File: src/logic/usb_tx_macros.svh
// Build-time constants of the USB full-speed transmitter
// Packet buffer depth, bit strobe divider and config register map

`ifndef USB_TX_MACROS_SVH
`define USB_TX_MACROS_SVH

// Words held by the host packet buffer
`define USB_TX_FIFO_DEPTH 16

// Clocks per bit, 48 MHz down to 12 Mbit/s
`define USB_TX_STROBE_DIV 4

// Config port register map
`define USB_TX_CFG_ADDR_CTRL  0
`define USB_TX_CFG_ADDR_COUNT 1

`endif

File: src/logic/usb_tx_pkg.sv
// Shared types of the USB full-speed transmitter
// Vector typedefs, host word and config structs, serializer FSM states

`include "usb_tx_macros.svh"

package usb_tx_pkg;

  typedef logic [7:0]  usb_byte_t;
  typedef logic [3:0]  usb_pid_t;
  typedef logic [15:0] pkt_cnt_t;

  // Wide enough for a completely full buffer
  typedef logic [$clog2(`USB_TX_FIFO_DEPTH + 1) - 1:0] fifo_cnt_t;

  // One word from the host, either a header (PID in data[3:0]) or a payload byte
  typedef struct packed {
    logic      is_header;
    logic      last;
    usb_byte_t data;
  } tx_word_t;

  typedef struct packed {
    logic enable;
    logic pinflip;
    logic osc_test;
  } usb_tx_cfg_t;

  // Byte level sequencing of a packet
  typedef enum logic [2:0] {
    Idle, Sync, Pid, DataOrCrc160, Crc161, Eop, OscTest
  } tx_state_e;

  // Line driver ownership
  typedef enum logic [1:0] {
    OsIdle, OsWaitByte, OsTransmit
  } out_state_e;

endpackage

File: src/logic/usb_fs_tx.sv
// USB full-speed serializer
// SYNC/PID/data/CRC16/EOP sequencing, bit stuffing, NRZI, line output flops

`timescale 1ns/1ps

module usb_fs_tx
  import usb_tx_pkg::*;
(
  input  logic      clk_i,
  input  logic      rst_ni,
  input  logic      cfg_pinflip_i,
  input  logic      tx_osc_test_mode_i,
  input  logic      bit_strobe_i,
  input  logic      pkt_start_i,
  output logic      pkt_end_o,
  input  usb_pid_t  pid_i,
  input  logic      tx_data_avail_i,
  output logic      tx_data_get_o,
  input  usb_byte_t tx_data_i,
  output logic      usb_oe_o,
  output logic      usb_d_o,
  output logic      usb_se0_o,
  output logic      usb_dp_o,
  output logic      usb_dn_o
);

  localparam usb_byte_t   SyncByte  = 8'h80;
  localparam logic [15:0] Crc16Poly = 16'h8005;

  tx_state_e   state_q, state_d;
  out_state_e  out_state_q, out_state_d;

  // Per-bit data, output enable and SE0 shifters, LSB goes out first
  usb_byte_t   data_sr_q, data_sr_d;
  usb_byte_t   oe_sr_q, oe_sr_d;
  usb_byte_t   se0_sr_q, se0_sr_d;
  logic [4:0]  history_q, history_d;
  logic [5:0]  history;
  logic [2:0]  bit_cnt_q, bit_cnt_d;
  logic        byte_strobe_q, byte_strobe_d;
  logic        payload_q, payload_d;
  logic        get_d;
  logic        stuffed_q;
  logic [15:0] crc_q, crc_d;
  logic        bitstuff;
  logic        ser_data;
  logic        ser_oe;
  logic        ser_se0;
  logic        nrzi_en;
  logic        d_q, d_d;
  logic        se0_q, se0_d;
  logic        oe_d;
  logic [2:0]  eop_q, eop_d;
  logic        dp_next;
  logic        dn_next;

  function automatic usb_byte_t rev8(input usb_byte_t b);
    usb_byte_t r;
    for (int i = 0; i < 8; i++) begin
      r[i] = b[7 - i];
    end
    return r;
  endfunction

  assign ser_data = data_sr_q[0];
  assign ser_oe   = oe_sr_q[0];
  assign ser_se0  = se0_sr_q[0];

  // Six ones in a row including the bit now on the line
  assign history  = {ser_data, history_q};
  assign bitstuff = (history == 6'b111111);

  // Final J bit of the EOP
  assign pkt_end_o = bit_strobe_i && (se0_sr_q[1:0] == 2'b01);

  //////////////////////////////////////////////////////////////////////
  // Byte sequencing
  //////////////////////////////////////////////////////////////////////

  always_comb begin
    state_d   = state_q;
    data_sr_d = data_sr_q;
    oe_sr_d   = oe_sr_q;
    se0_sr_d  = se0_sr_q;
    payload_d = payload_q;
    history_d = history_q;
    bit_cnt_d = bit_cnt_q;
    get_d     = 1'b0;

    unique case (state_q)
      Idle: begin
        if (tx_osc_test_mode_i) begin
          state_d = OscTest;
        end else if (pkt_start_i) begin
          state_d = Sync;
        end
      end
      Sync: begin
        if (byte_strobe_q) begin
          state_d   = Pid;
          data_sr_d = SyncByte;
          oe_sr_d   = 8'hff;
          se0_sr_d  = 8'h00;
        end
      end
      Pid: begin
        if (byte_strobe_q) begin
          state_d   = (pid_i[1:0] == 2'b11) ? DataOrCrc160 : Eop;
          data_sr_d = {~pid_i, pid_i};
          oe_sr_d   = 8'hff;
          se0_sr_d  = 8'h00;
        end
      end
      DataOrCrc160: begin
        if (byte_strobe_q) begin
          oe_sr_d  = 8'hff;
          se0_sr_d = 8'h00;
          if (tx_data_avail_i) begin
            payload_d = 1'b1;
            get_d     = 1'b1;
            data_sr_d = tx_data_i;
          end else begin
            state_d   = Crc161;
            payload_d = 1'b0;
            data_sr_d = ~rev8(crc_q[15:8]);
          end
        end
      end
      Crc161: begin
        if (byte_strobe_q) begin
          state_d   = Eop;
          data_sr_d = ~rev8(crc_q[7:0]);
          oe_sr_d   = 8'hff;
          se0_sr_d  = 8'h00;
        end
      end
      Eop: begin
        // SE0, SE0, J
        if (byte_strobe_q) begin
          state_d  = Idle;
          oe_sr_d  = 8'h07;
          se0_sr_d = 8'h07;
        end
      end
      OscTest: begin
        if (!tx_osc_test_mode_i) begin
          state_d = pkt_start_i ? Sync : Idle;
          oe_sr_d = 8'h00;
        end else if (byte_strobe_q) begin
          // All zeros toggle the line every bit
          data_sr_d = 8'h00;
          oe_sr_d   = 8'hff;
        end
      end
      default: state_d = Idle;
    endcase

    // One bit time of gap before SYNC
    if (pkt_start_i) begin
      bit_cnt_d = 3'd7;
      history_d = '0;
    end else if (bit_strobe_i) begin
      history_d = history[5:1];
      if (bitstuff) begin
        // The sent one's slot is reused for the stuffed zero
        data_sr_d[0] = 1'b0;
      end else begin
        bit_cnt_d = bit_cnt_q + 3'd1;
        data_sr_d = data_sr_q >> 1;
        oe_sr_d   = oe_sr_q >> 1;
        se0_sr_d  = se0_sr_q >> 1;
      end
    end
  end

  assign byte_strobe_d = bit_strobe_i && !bitstuff && !pkt_start_i && (bit_cnt_q == 3'd0);

  // CRC16 over payload bits, stuffed zeros excluded
  always_comb begin
    crc_d = crc_q;
    if (pkt_start_i) begin
      crc_d = '1;
    end else if (bit_strobe_i && payload_q && !stuffed_q) begin
      crc_d = {crc_q[14:0], 1'b0} ^ ((ser_data ^ crc_q[15]) ? Crc16Poly : 16'h0000);
    end
  end

  always_ff @(posedge clk_i or negedge rst_ni) begin
    if (!rst_ni) begin
      state_q       <= Idle;
      data_sr_q     <= '0;
      oe_sr_q       <= '0;
      se0_sr_q      <= '0;
      history_q     <= '0;
      bit_cnt_q     <= '0;
      byte_strobe_q <= 1'b0;
      payload_q     <= 1'b0;
      tx_data_get_o <= 1'b0;
      stuffed_q     <= 1'b0;
      crc_q         <= '0;
    end else begin
      state_q       <= state_d;
      data_sr_q     <= data_sr_d;
      oe_sr_q       <= oe_sr_d;
      se0_sr_q      <= se0_sr_d;
      history_q     <= history_d;
      bit_cnt_q     <= bit_cnt_d;
      byte_strobe_q <= byte_strobe_d;
      payload_q     <= payload_d;
      tx_data_get_o <= get_d;
      crc_q         <= crc_d;
      if (bit_strobe_i) begin
        stuffed_q <= bitstuff;
      end
    end
  end

  //////////////////////////////////////////////////////////////////////
  // NRZI and line drivers
  //////////////////////////////////////////////////////////////////////

  always_comb begin
    out_state_d = out_state_q;
    nrzi_en     = 1'b0;
    unique case (out_state_q)
      // Level check, the previous packet may still be in its idle bit
      OsIdle: begin
        if (state_q inside {Sync, OscTest}) begin
          out_state_d = OsWaitByte;
        end
      end
      OsWaitByte: begin
        if (byte_strobe_q) begin
          out_state_d = OsTransmit;
        end
      end
      OsTransmit: begin
        nrzi_en = 1'b1;
        if (bit_strobe_i && !ser_oe) begin
          out_state_d = OsIdle;
        end
      end
      default: out_state_d = OsIdle;
    endcase
  end

  always_comb begin
    d_d   = d_q;
    se0_d = se0_q;
    oe_d  = usb_oe_o;
    eop_d = eop_q;
    if (pkt_start_i) begin
      // Start from J so the first SYNC bit is K
      d_d   = 1'b1;
      eop_d = 3'b100;
    end else if (bit_strobe_i && nrzi_en) begin
      oe_d = ser_oe;
      if (ser_se0) begin
        eop_d = eop_q >> 1;
        if (eop_q[0]) begin
          d_d   = 1'b1;
          se0_d = 1'b0;
        end else begin
          se0_d = 1'b1;
        end
      end else if (!ser_data) begin
        d_d = ~d_q;
      end
      // Park in J while released
      if (!oe_d) begin
        d_d = 1'b1;
      end
    end
  end

  assign dp_next = (cfg_pinflip_i ? ~d_d :  d_d) & ~se0_d;
  assign dn_next = (cfg_pinflip_i ?  d_d : ~d_d) & ~se0_d;

  always_ff @(posedge clk_i or negedge rst_ni) begin
    if (!rst_ni) begin
      out_state_q <= OsIdle;
      eop_q       <= '0;
      d_q         <= 1'b1;
      se0_q       <= 1'b0;
      usb_oe_o    <= 1'b0;
      usb_d_o     <= 1'b1;
      usb_se0_o   <= 1'b0;
      usb_dp_o    <= 1'b1;
      usb_dn_o    <= 1'b0;
    end else begin
      out_state_q <= out_state_d;
      eop_q       <= eop_d;
      d_q         <= d_d;
      se0_q       <= se0_d;
      usb_oe_o    <= oe_d;
      // Single-ended D follows D+ after the flip
      usb_d_o     <= dp_next;
      usb_se0_o   <= se0_d;
      usb_dp_o    <= dp_next;
      usb_dn_o    <= dn_next;
    end
  end

  a_state_legal: assert property (@(posedge clk_i) disable iff (!rst_ni)
    state_q inside {Idle, Sync, Pid, DataOrCrc160, Crc161, Eop, OscTest});

  a_out_state_legal: assert property (@(posedge clk_i) disable iff (!rst_ni)
    out_state_q inside {OsIdle, OsWaitByte, OsTransmit});

endmodule

File: src/logic/usb_tx_cfg.sv
// Configuration registers of the USB transmitter
// Control bits, sent packet counter and host readback mux

`timescale 1ns/1ps

`include "usb_tx_macros.svh"

module usb_tx_cfg
  import usb_tx_pkg::*;
(
  input  logic        clk_i,
  input  logic        rst_ni,
  input  logic        cfg_we_i,
  input  logic        cfg_addr_i,
  input  usb_byte_t   cfg_wdata_i,
  output logic [15:0] cfg_rdata_o,
  input  logic        pkt_done_i,
  output usb_tx_cfg_t cfg_o
);

  usb_tx_cfg_t ctrl_q;
  pkt_cnt_t    count_q;
  logic        ctrl_sel;

  assign ctrl_sel = (cfg_addr_i == 1'(`USB_TX_CFG_ADDR_CTRL));

  // Control bits: 0 enable, 1 pinflip, 2 osc_test
  always_ff @(posedge clk_i or negedge rst_ni) begin
    if (!rst_ni) begin
      ctrl_q  <= '0;
      count_q <= '0;
    end else begin
      if (cfg_we_i && ctrl_sel) begin
        ctrl_q.enable   <= cfg_wdata_i[0];
        ctrl_q.pinflip  <= cfg_wdata_i[1];
        ctrl_q.osc_test <= cfg_wdata_i[2];
      end
      // Wraps silently at 16 bits
      if (pkt_done_i) begin
        count_q <= count_q + 1'b1;
      end
    end
  end

  always_comb begin
    cfg_rdata_o = '0;
    if (ctrl_sel) begin
      cfg_rdata_o[2:0] = {ctrl_q.osc_test, ctrl_q.pinflip, ctrl_q.enable};
    end else if (cfg_addr_i == 1'(`USB_TX_CFG_ADDR_COUNT)) begin
      cfg_rdata_o = count_q;
    end
  end

  assign cfg_o = ctrl_q;

endmodule

File: src/logic/usb_tx_fifo.sv
// Host packet buffer of the USB transmitter
// Circular word store, credit return and complete-packet count

`timescale 1ns/1ps

`include "usb_tx_macros.svh"

module usb_tx_fifo
  import usb_tx_pkg::*;
(
  input  logic     clk_i,
  input  logic     rst_ni,
  input  logic     push_i,
  input  tx_word_t push_word_i,
  input  logic     pop_i,
  output tx_word_t head_o,
  output logic     head_valid_o,
  output logic     pkt_ready_o,
  output logic     credit_o
);

  localparam int Depth = `USB_TX_FIFO_DEPTH;
  localparam int PtrW  = $clog2(Depth);
  localparam logic [PtrW-1:0] PtrLast = PtrW'(Depth - 1);

  tx_word_t        mem_q [Depth];
  logic [PtrW-1:0] wr_ptr_q;
  logic [PtrW-1:0] rd_ptr_q;
  fifo_cnt_t       count_q;
  fifo_cnt_t       pkts_q;
  logic            pkt_in;
  logic            pkt_out;

  assign pkt_in  = push_i && push_word_i.last;
  assign pkt_out = pop_i && head_o.last;

  always_ff @(posedge clk_i) begin
    if (push_i) begin
      mem_q[wr_ptr_q] <= push_word_i;
    end
  end

  always_ff @(posedge clk_i or negedge rst_ni) begin
    if (!rst_ni) begin
      wr_ptr_q <= '0;
      rd_ptr_q <= '0;
      count_q  <= '0;
      pkts_q   <= '0;
      credit_o <= 1'b0;
    end else begin
      if (push_i) begin
        wr_ptr_q <= (wr_ptr_q == PtrLast) ? '0 : wr_ptr_q + 1'b1;
      end
      if (pop_i) begin
        rd_ptr_q <= (rd_ptr_q == PtrLast) ? '0 : rd_ptr_q + 1'b1;
      end
      count_q  <= count_q + fifo_cnt_t'(push_i) - fifo_cnt_t'(pop_i);
      pkts_q   <= pkts_q + fifo_cnt_t'(pkt_in) - fifo_cnt_t'(pkt_out);
      // One credit back per word that left
      credit_o <= pop_i;
    end
  end

  assign head_o       = mem_q[rd_ptr_q];
  assign head_valid_o = (count_q != '0);
  assign pkt_ready_o  = (pkts_q != '0);

  // Host must respect its credits
  a_no_push_full: assert property (@(posedge clk_i) disable iff (!rst_ni)
    !(push_i && count_q == fifo_cnt_t'(Depth)));

  // Controller only pops stored words
  a_no_pop_empty: assert property (@(posedge clk_i) disable iff (!rst_ni)
    pop_i |-> count_q != '0);

endmodule

File: src/logic/usb_tx_pkt_ctrl.sv
// Packet controller of the USB transmitter
// Bit strobe divider, packet start sequencing and payload pops

`timescale 1ns/1ps

`include "usb_tx_macros.svh"

module usb_tx_pkt_ctrl
  import usb_tx_pkg::*;
(
  input  logic        clk_i,
  input  logic        rst_ni,
  input  usb_tx_cfg_t cfg_i,
  input  tx_word_t    head_i,
  input  logic        head_valid_i,
  input  logic        pkt_ready_i,
  output logic        pop_o,
  output logic        bit_strobe_o,
  output logic        pkt_start_o,
  output usb_pid_t    pid_o,
  output logic        tx_data_avail_o,
  output usb_byte_t   tx_data_o,
  input  logic        tx_data_get_i,
  input  logic        pkt_end_i
);

  localparam int DivW = $clog2(`USB_TX_STROBE_DIV);
  localparam logic [DivW-1:0] DivLast = DivW'(`USB_TX_STROBE_DIV - 1);

  logic [DivW-1:0] div_q;
  logic            busy_q;
  logic            start;

  // Only a fully buffered packet may start
  assign start = pkt_ready_i && head_valid_i && head_i.is_header && cfg_i.enable &&
                 !cfg_i.osc_test && !busy_q;

  always_ff @(posedge clk_i or negedge rst_ni) begin
    if (!rst_ni) begin
      div_q        <= '0;
      bit_strobe_o <= 1'b0;
      busy_q       <= 1'b0;
      pkt_start_o  <= 1'b0;
      pid_o        <= '0;
    end else begin
      div_q        <= (div_q == DivLast) ? '0 : div_q + 1'b1;
      bit_strobe_o <= (div_q == DivLast);
      pkt_start_o  <= start;
      if (start) begin
        busy_q <= 1'b1;
        pid_o  <= head_i.data[3:0];
      end else if (pkt_end_i) begin
        busy_q <= 1'b0;
      end
    end
  end

  // Header leaves on the start decision, payload bytes on each pull
  assign pop_o           = start || tx_data_get_i;
  assign tx_data_avail_o = busy_q && head_valid_i && !head_i.is_header;
  assign tx_data_o       = head_i.data;

  a_get_when_avail: assert property (@(posedge clk_i) disable iff (!rst_ni)
    tx_data_get_i |-> tx_data_avail_o);

endmodule

File: src/logic/usb_tx_top.sv
// Top level of the USB full-speed packet transmitter
// Config block, packet buffer, packet controller and serializer

`timescale 1ns/1ps

module usb_tx_top
  import usb_tx_pkg::*;
(
  input  logic        clk_i,
  input  logic        rst_ni,
  // Host port
  input  tx_word_t    tx_word_i,
  input  logic        tx_valid_i,
  output logic        tx_credit_o,
  // Config port
  input  logic        cfg_we_i,
  input  logic        cfg_addr_i,
  input  usb_byte_t   cfg_wdata_i,
  output logic [15:0] cfg_rdata_o,
  // USB bus
  output logic        usb_oe_o,
  output logic        usb_d_o,
  output logic        usb_se0_o,
  output logic        usb_dp_o,
  output logic        usb_dn_o
);

  usb_tx_cfg_t cfg;
  tx_word_t    head;
  logic        head_valid;
  logic        pkt_ready;
  logic        pop;
  logic        bit_strobe;
  logic        pkt_start;
  logic        pkt_end;
  usb_pid_t    pid;
  logic        tx_data_avail;
  logic        tx_data_get;
  usb_byte_t   tx_data;

  usb_tx_cfg u_cfg (
    .clk_i       (clk_i),
    .rst_ni      (rst_ni),
    .cfg_we_i    (cfg_we_i),
    .cfg_addr_i  (cfg_addr_i),
    .cfg_wdata_i (cfg_wdata_i),
    .cfg_rdata_o (cfg_rdata_o),
    .pkt_done_i  (pkt_end),
    .cfg_o       (cfg)
  );

  usb_tx_fifo u_fifo (
    .clk_i        (clk_i),
    .rst_ni       (rst_ni),
    .push_i       (tx_valid_i),
    .push_word_i  (tx_word_i),
    .pop_i        (pop),
    .head_o       (head),
    .head_valid_o (head_valid),
    .pkt_ready_o  (pkt_ready),
    .credit_o     (tx_credit_o)
  );

  usb_tx_pkt_ctrl u_pkt_ctrl (
    .clk_i           (clk_i),
    .rst_ni          (rst_ni),
    .cfg_i           (cfg),
    .head_i          (head),
    .head_valid_i    (head_valid),
    .pkt_ready_i     (pkt_ready),
    .pop_o           (pop),
    .bit_strobe_o    (bit_strobe),
    .pkt_start_o     (pkt_start),
    .pid_o           (pid),
    .tx_data_avail_o (tx_data_avail),
    .tx_data_o       (tx_data),
    .tx_data_get_i   (tx_data_get),
    .pkt_end_i       (pkt_end)
  );

  usb_fs_tx u_fs_tx (
    .clk_i              (clk_i),
    .rst_ni             (rst_ni),
    .cfg_pinflip_i      (cfg.pinflip),
    .tx_osc_test_mode_i (cfg.osc_test),
    .bit_strobe_i       (bit_strobe),
    .pkt_start_i        (pkt_start),
    .pkt_end_o          (pkt_end),
    .pid_i              (pid),
    .tx_data_avail_i    (tx_data_avail),
    .tx_data_get_o      (tx_data_get),
    .tx_data_i          (tx_data),
    .usb_oe_o           (usb_oe_o),
    .usb_d_o            (usb_d_o),
    .usb_se0_o          (usb_se0_o),
    .usb_dp_o           (usb_dp_o),
    .usb_dn_o           (usb_dn_o)
  );

endmodule

File: config.mk
export PLATFORM = sky130hd
export DESIGN_NAME = usb_tx_top
export DESIGN_NICKNAME = d
export VERILOG_FILES = /design/src/logic/usb_tx_pkg.sv /design/src/logic/usb_fs_tx.sv /design/src/logic/usb_tx_cfg.sv /design/src/logic/usb_tx_fifo.sv /design/src/logic/usb_tx_pkt_ctrl.sv /design/src/logic/usb_tx_top.sv
export VERILOG_INCLUDE_DIRS = /design/src /design/src/logic
export SDC_FILE = /design/constraint.sdc
export NUM_CORES = 1
export LEC_CHECK = 0
export CAP_MARGIN = 30
export CORE_UTILIZATION = 25
export CTS_BUF_LIST = sky130_fd_sc_hd__clkbuf_4 sky130_fd_sc_hd__clkbuf_8
export CTS_CLUSTER_DIAMETER = 120
export DETAILED_ROUTE_END_ITERATION = 6
export DONT_BUFFER_PORTS = 1
export PLACE_DENSITY = 0.47
export SYNTH_ARGS = -nofsm -noshare
export SYNTH_HDL_FRONTEND = slang
export SYNTH_SLANG_ARGS = --single-unit
File: constraint.sdc
create_clock -name clk_i -period 4.02 [get_ports clk_i]
set_input_delay 0.402 -clock clk_i [delete_from_list [all_inputs] [get_ports clk_i]]
set_output_delay 0.402 -clock clk_i [all_outputs]
set_load 0.01 [all_outputs]
# Word-level counts from Yosys, hierarchy flattened
# Memories as Yosys holds them, arrays and structs flattened.
# Index checks and enable logic that the tools add are counted.
op_classes:
  n_reduce_logical: 44
  bitwise_logic: 12
  eq_ne: 26
  mux: 77
  add_sub_neg: 9
op_table:
  columns: ["op", "count"]
  rows:
  - ["$mux 8", 20]
  - ["$mux 3", 17]
  - ["$mux 16", 3]
  - ["$pmux 8 s5", 1]
  - ["$pmux 8 s3", 1]
  - ["$mux 1", 22]
  - ["$pmux 3 s7", 1]
  - ["$logic_and 1x1->1", 18]
  - ["$add 16x1->16 const B", 1]
  - ["$ne 2x1->1 const B", 8]
  - ["$not 8->8", 2]
  - ["$pmux 8 s2", 1]
  - ["$xor 16x16->16", 1]
  - ["$mux 13", 1]
  - ["$reduce_bool 2->1", 6]
  - ["$add 5x1->5", 2]
  - ["$mux 5", 2]
  - ["$reduce_bool 5->1", 2]
  - ["$sub 5x1->5", 2]
  - ["$eq 3x3->1 const B", 3]
  - ["$add 4x1->4 const B", 2]
  - ["$eq 4x4->1 const B", 2]
  - ["$mux 2", 4]
  - ["$mux 4", 2]
  - ["other kinds (23)", 44]
word_totals:
  mem_bits_rw: 160
  n_memories: 1
  elab_cells: 201
  reg_bits: 112
memory_table:
  columns: ["memory", "words", "width", "read_ports", "rd_ports_with_merged_regs", "write_ports", "line_no", "rtl"]
  rows:
  - ["u_fifo.mem_q", 16, 10, 1, 0, 1, "usb_tx_fifo.sv:26", "tx_word_t mem_q [Depth];"]

# Logic depth before layout (Yosys ltp)
logic_depth:
  depth_word: 9
  mapped_depth: 17

# Modules after synthesis
# A second synthesis with hierarchy kept.
unflattened:
  hier_cells: 820
  area_unflattened_um2: 11852.6
by_module_without_submodules:
  columns: ["mod", "cells_per_inst", "seq_area_each_um2", "n_inst", "area_each_um2"]
  rows:
  - ["usb_tx_fifo", 370, 5280.1, 1, 7171.9]
  - ["usb_fs_tx", 343, 1629.1, 1, 3354.5]
  - ["usb_tx_cfg", 78, 475.5, 1, 922.1]
  - ["usb_tx_pkt_ctrl", 29, 225.2, 1, 404.1]

# Worst setup path before layout
# No wires, ideal clock.
synth_path:
  kind: "reg2reg"
  start: "register u_fifo.rd_ptr_q[0]"
  end: "register u_fifo.pkts_q[4]"
  arrival_time_ns: 3.234
  slack_ns: 0.661
  path_stages_with_launch: 17
  setup_ns: 0.125
  cell_sequence: "dfrtp_1 -> buf_2 -> buf_6 -> buf_4 -> mux4_2 -> mux4_2 -> and2_1 -> ha_1 -> inv_1 -> ha_1 -> inv_1 -> fa_1 -> inv_1 -> a21oi_1 -> nor2_1 -> nor2_1 -> xnor2_1"
synth_between:
  elab_chain_len: 8
synth_rtl:
  columns: ["item", "line_no", "rtl"]
  rows:
  - ["start, declared", "usb_tx_fifo.sv:28", "logic [PtrW-1:0] rd_ptr_q;"]
  - ["start signal, assigned", "usb_tx_fifo.sv:55", "rd_ptr_q <= (rd_ptr_q == PtrLast) ? '0 : rd_ptr_q + 1'b1;"]
  - ["$mem_v2 16x10 *", null, null]
  - ["$logic_and 1x1->1 (3 in a row)", "usb_tx_pkt_ctrl.sv:35", "assign start = pkt_ready_i && head_valid_i && head_i.is_header && cfg_i.enable &&"]
  - ["$logic_and 1x1->1", "usb_tx_pkt_ctrl.sv:36", "!cfg_i.osc_test && !busy_q;"]
  - ["$logic_or 1x1->1", "usb_tx_pkt_ctrl.sv:59", "assign pop_o = start || tx_data_get_i;"]
  - ["$logic_and 1x1->1 *", "usb_tx_fifo.sv:35", "assign pkt_out = pop_i && head_o.last;"]
  - ["$sub 5x1->5 *", "usb_tx_fifo.sv:58", "pkts_q <= pkts_q + fifo_cnt_t'(pkt_in) - fifo_cnt_t'(pkt_out);"]
  - ["end signal, assigned", "usb_tx_fifo.sv:58", null]
  - ["end, declared", "usb_tx_fifo.sv:30", "fifo_cnt_t pkts_q;"]
# Mark *: on every way between the ends. The rest lies on a longest branch, timed or not.
# A chain may end at the register's enable or synchronous reset.

# Final worst setup path
layout_path:
  start: "register u_fifo.rd_ptr_q[0]"
  end: "register u_fifo.count_q[4]"
layout_between:
  elab_chain_len: 7
layout_rtl:
  columns: ["item", "line_no", "rtl"]
  rows:
  - ["$mem_v2 16x10", null, null]
  - ["$logic_and 1x1->1 (3 in a row)", "usb_tx_pkt_ctrl.sv:35", null]
  - ["$logic_and 1x1->1", "usb_tx_pkt_ctrl.sv:36", null]
  - ["$logic_or 1x1->1", "usb_tx_pkt_ctrl.sv:59", null]
  - ["$sub 5x1->5", "usb_tx_fifo.sv:57", "count_q <= count_q + fifo_cnt_t'(push_i) - fifo_cnt_t'(pop_i);"]
  - ["end signal, assigned", "usb_tx_fifo.sv:57", null]
  - ["end, declared", "usb_tx_fifo.sv:29", "fifo_cnt_t count_q;"]
# No other way between the ends.

==> reports/qor.json <==
{
  "drt": {
    "detailroute.via_count": 6842,
    "drtPass1Iterations": 4,
    "final_antenna_net_count": 0,
    "post_drt_via_cell_ratio": 4.47,
    "detailedRoute.firstIterationViolations": 427,
    "detail_route.drc_violations": 0,
    "wl_per_cell_um": 16.9,
    "wl_mm": 25.8
  },
  "cells_and_area": {
    "post_layout_nets": 932,
    "final-instance-count-excl-fill": 1529,
    "insertedDiodeCount": 0,
    "drive_gt1_share_pct": 16.8,
    "n_fill_cell": 4843,
    "layout-area-overhead-vs-synth_pct": 13.9
  },
  "worst_setup_path": {
    "crit_path_end_kind": "flip-flop",
    "worst_path_required_ns": 4.47,
    "worst_r2r_dst": "u_fifo.count_q[4]$_DFF_PN0_",
    "worst_setup_path_startpoint": "u_fifo.rd_ptr_q[0]$_DFFE_PN0N_",
    "critPathArrivalTime_ns": 3.91,
    "worst_r2r_startpoint": "u_fifo.rd_ptr_q[0]$_DFFE_PN0N_",
    "ff2ff_path_depth": 15,
    "cp-endpoint": "u_fifo.count_q[4]$_DFF_PN0_",
    "worst_setup_path_start_kind": "flip-flop",
    "r2r_slack_ns": 0.56,
    "critical_path_peak_fanout": 8,
    "path_class": "reg2reg"
  },
  "timing": {
    "slew_violations": 0,
    "skew_ns": 0.0360,
    "grt_setup_unrepaired": "false",
    "finalHoldViolCount": 0,
    "timing.slew.headroom_pct": 32.9,
    "achievable-frequency_mhz": 289,
    "fin_tns_setup_ns": 0,
    "worst_slew_pin_slew_ns": 1.01,
    "period_minus_slack_ns": 3.46,
    "timing.final.crit_share_pct": 86.1,
    "finalSetupViolCount": 0
  },
  "floorplanning": {
    "boundaryPins": 45,
    "die_x_um": 221,
    "number_of_placement_rows": 80,
    "dieArea_um2": 49000,
    "core_region_area_um2": 47600,
    "die_height_um": 221,
    "initial_utilization_pct": 25.2
  },
  "synth": {
    "synth.area.top_cells": "sky130_fd_sc_hd__edfxtp_1 (40%), sky130_fd_sc_hd__dfrtp_1 (23%), sky130_fd_sc_hd__mux4_2 (6.6%)",
    "netlist_top_cells_count": "sky130_fd_sc_hd__edfxtp_1 (160), sky130_fd_sc_hd__dfrtp_1 (110), sky130_fd_sc_hd__nand2_1 (60), sky130_fd_sc_hd__nor2_1 (53), sky130_fd_sc_hd__a21oi_1 (40)",
    "mappedNetlistArea_um2": 12000,
    "number_of_storage_elements_in_the_synthesis_netlist": 272,
    "synthCells": 857,
    "yosys_warnings": 0,
    "yosysTopAreaCellShare_pct": 39.9,
    "syn_avg_cell_area_um2": 14.0,
    "post-synth-top-count-cell": "sky130_fd_sc_hd__edfxtp_1",
    "yosysSeqAreaShare_pct": 63.3,
    "synth_edf_count": 160,
    "synthesis.nets": 903,
    "synth_area_leader_cell": "sky130_fd_sc_hd__edfxtp_1",
    "yosys.cell_types.count": 66,
    "async_reset_ff_share_pct": 41.2,
    "top_reg_cell_synth": "sky130_fd_sc_hd__edfxtp_1"
  },
  "place": {
    "dp.final_hpwl_mm": 15.7,
    "place.port_buffers": 0,
    "globalplace.congestion": 0.764,
    "place_inst": 1437
  },
  "power_and_ir_drop": {
    "power_density_nw_per_um2": 638,
    "power_leakage_nw": 5.06,
    "max-vdd-ir-drop_mv": 0.272
  },
  "clocking": {
    "cts.reportedPaths.clkPinSlew_ns": 0.06,
    "cts-resized-gates": 0,
    "hold_buffers": 16,
    "numClockSinks": 272,
    "cts_setup_buffers": 0,
    "root_buffer": "sky130_fd_sc_hd__clkbuf_8",
    "cts-buffers-inserted": 46,
    "number_of_levels_in_the_clock_h_tree": 2,
    "cts_tree": "done",
    "clock_path_buffers": 3,
    "clkLatencyLatePin_ns": 0.58
  },
  "global_route": {
    "grt_overflow": 0,
    "initial_antenna_violation_count": 1,
    "grt_util_all_layers_pct": 10.8,
    "grt_max_degree": 113,
    "grt_pass1_vias": 7111,
    "global_route_wire_length_before_repair_mm": 41.4
  },
  "min_path": {
    "hold_class": "in2reg"
  },
  "outcome": {
    "outcome": "finished, final reports clean"
  },
  "run": {
    "drv.max_cap_violation_count": 0
  }
}
==> placed cells by master, fill, tap and decap left out, drive strengths merged, types with 11 or more instances in the layout <==
cell type / netlist / layout
mux4: 41 / 41
o21ai: 29 / 29
nand3: 18 / 18
o22a: 15 / 15
ha: 21 / 21
nand2: 60 / 60
dfrtp: 110 / 110
nor3: 14 / 14
a21oi: 40 / 40
dlygate4sd3: 0 / 15
and2: 30 / 30
xnor2: 23 / 23
mux2i: 21 / 21
mux2: 21 / 21
clkbuf: 23 / 66
nor2b: 11 / 11
buf: 23 / 12
nor2: 54 / 54
edfxtp: 160 / 160
inv: 32 / 32
==> cell families (layout without fill, tap and decap cells) <==
family | after synthesis | after routing | share of synthesized area, %
multiplexers | 83 | 83 | 11.8
XOR/XNOR | 32 | 32 | 2.33
flip-flops | 272 | 272 | 63.3
buffers and inverters | 79 | 136 | 2.88
AO/OA/AOI/OAI | 146 | 146 | 8.06
adder cells (fa/ha/maj) | 24 | 24 | 2.60
AND/OR/NAND/NOR | 221 | 221 | 9.08
==> metal layers <==
layer | vias to the layer above | part of all wire, % | routed length, um | global-route usage [%]
li1 | 3241 | - | - | -
met1 | 3434 | 49 | 12500 | 14.9
met2 | 120 | 45 | 11700 | 16.7
met3 | 45 | 4.1 | 1060 | 2.39
met4 | 2 | 2.0 | 512 | 3.43
met5 | - | 0.066 | 17 | 0
==> where the power goes <==
part | leakage (nW) | total, mW | switching (mW) | internal, mW
logic | 1.76 | 2.51 | 1.32 | 1.19
clock network | 0.464 | 2.37 | 1.09 | 1.28
registers | 2.84 | 3.86 | 0.436 | 3.42
total | 5.06 | 8.74 | 2.84 | 5.90
==> worst max-delay path, cell delays in order (launching register included) <==
cell	delay [ns]
sky130_fd_sc_hd__dfrtp_2	0.53
sky130_fd_sc_hd__mux4_2	0.54
sky130_fd_sc_hd__mux2i_1	0.34
sky130_fd_sc_hd__mux2i_4	0.17
sky130_fd_sc_hd__a41o_1	0.22
sky130_fd_sc_hd__buf_4	0.17
sky130_fd_sc_hd__ha_1	0.27
sky130_fd_sc_hd__inv_1	0.06
sky130_fd_sc_hd__ha_1	0.15
sky130_fd_sc_hd__inv_1	0.06
sky130_fd_sc_hd__fa_1	0.43
sky130_fd_sc_hd__inv_1	0.07
sky130_fd_sc_hd__a21oi_1	0.05
sky130_fd_sc_hd__nor2_1	0.10
sky130_fd_sc_hd__nor2_1	0.06
sky130_fd_sc_hd__xnor2_1	0.11
==> worst min-delay path by stage <==
stage | start | end | slack (ns) | cells after the start
floorplan | rst_ni | u_cfg.cfg_o[0]$_DFFE_PN0P_ | 0.11 | 0
global placement | rst_ni | u_cfg.count_q[12]$_DFFE_PN0P_ | 0.11 | 0
detailed placement | rst_ni | u_cfg.count_q[12]$_DFFE_PN0P_ | 0.11 | 0
CTS | tx_valid_i | u_fifo.wr_ptr_q[3]$_DFFE_PN0P_ | 0.01 | 3
global route | tx_valid_i | u_fifo.wr_ptr_q[2]$_DFFE_PN0P_ | 0.06 | 2
finish | tx_valid_i | u_fifo.wr_ptr_q[3]$_DFFE_PN0P_ | 0.06 | 3
==> through the flow <==
step                      instance area (um^2)  utilization, %  worst slack, ns  hold slack, ns  total power [mW]
final                                    13700            28.8            0.558          0.0565              8.74
after CTS                                13700            28.8            0.533          0.0142              8.89
after detailed placement                 12700            26.6            0.536           0.109              6.41
after global routing                     13700            28.8            0.275          0.0556              9.34
after global placement                   12700            26.6            0.575           0.109              6.38
after floorplan                          12000               -            0.661           0.106              5.81
==> registers in the layout, summed over array words and instances (netlist names), 5 cells and up <==
name and flops:
u_fs_tx.history_q 5, u_fs_tx.data_sr_q 8, u_fifo.mem_q 160, u_fifo.pkts_q 5
u_fs_tx.se0_sr_q 8, u_cfg.count_q 16, u_fs_tx.crc_q 16, u_fifo.count_q 5
u_fs_tx.oe_sr_q 8
==> cell type report <==
class	count	area, um^2	share of cell area, %
multi-input combinational	506	4070	29.7
timing repair buffer	27	260	1.90
sequential	272	7610	55.5
tap	615	769	5.61
clock buffer	66	808	5.90
clock inverter	10	60.1	0.438
inverter	33	124	0.904
Power figures use the tool's default switching activity.
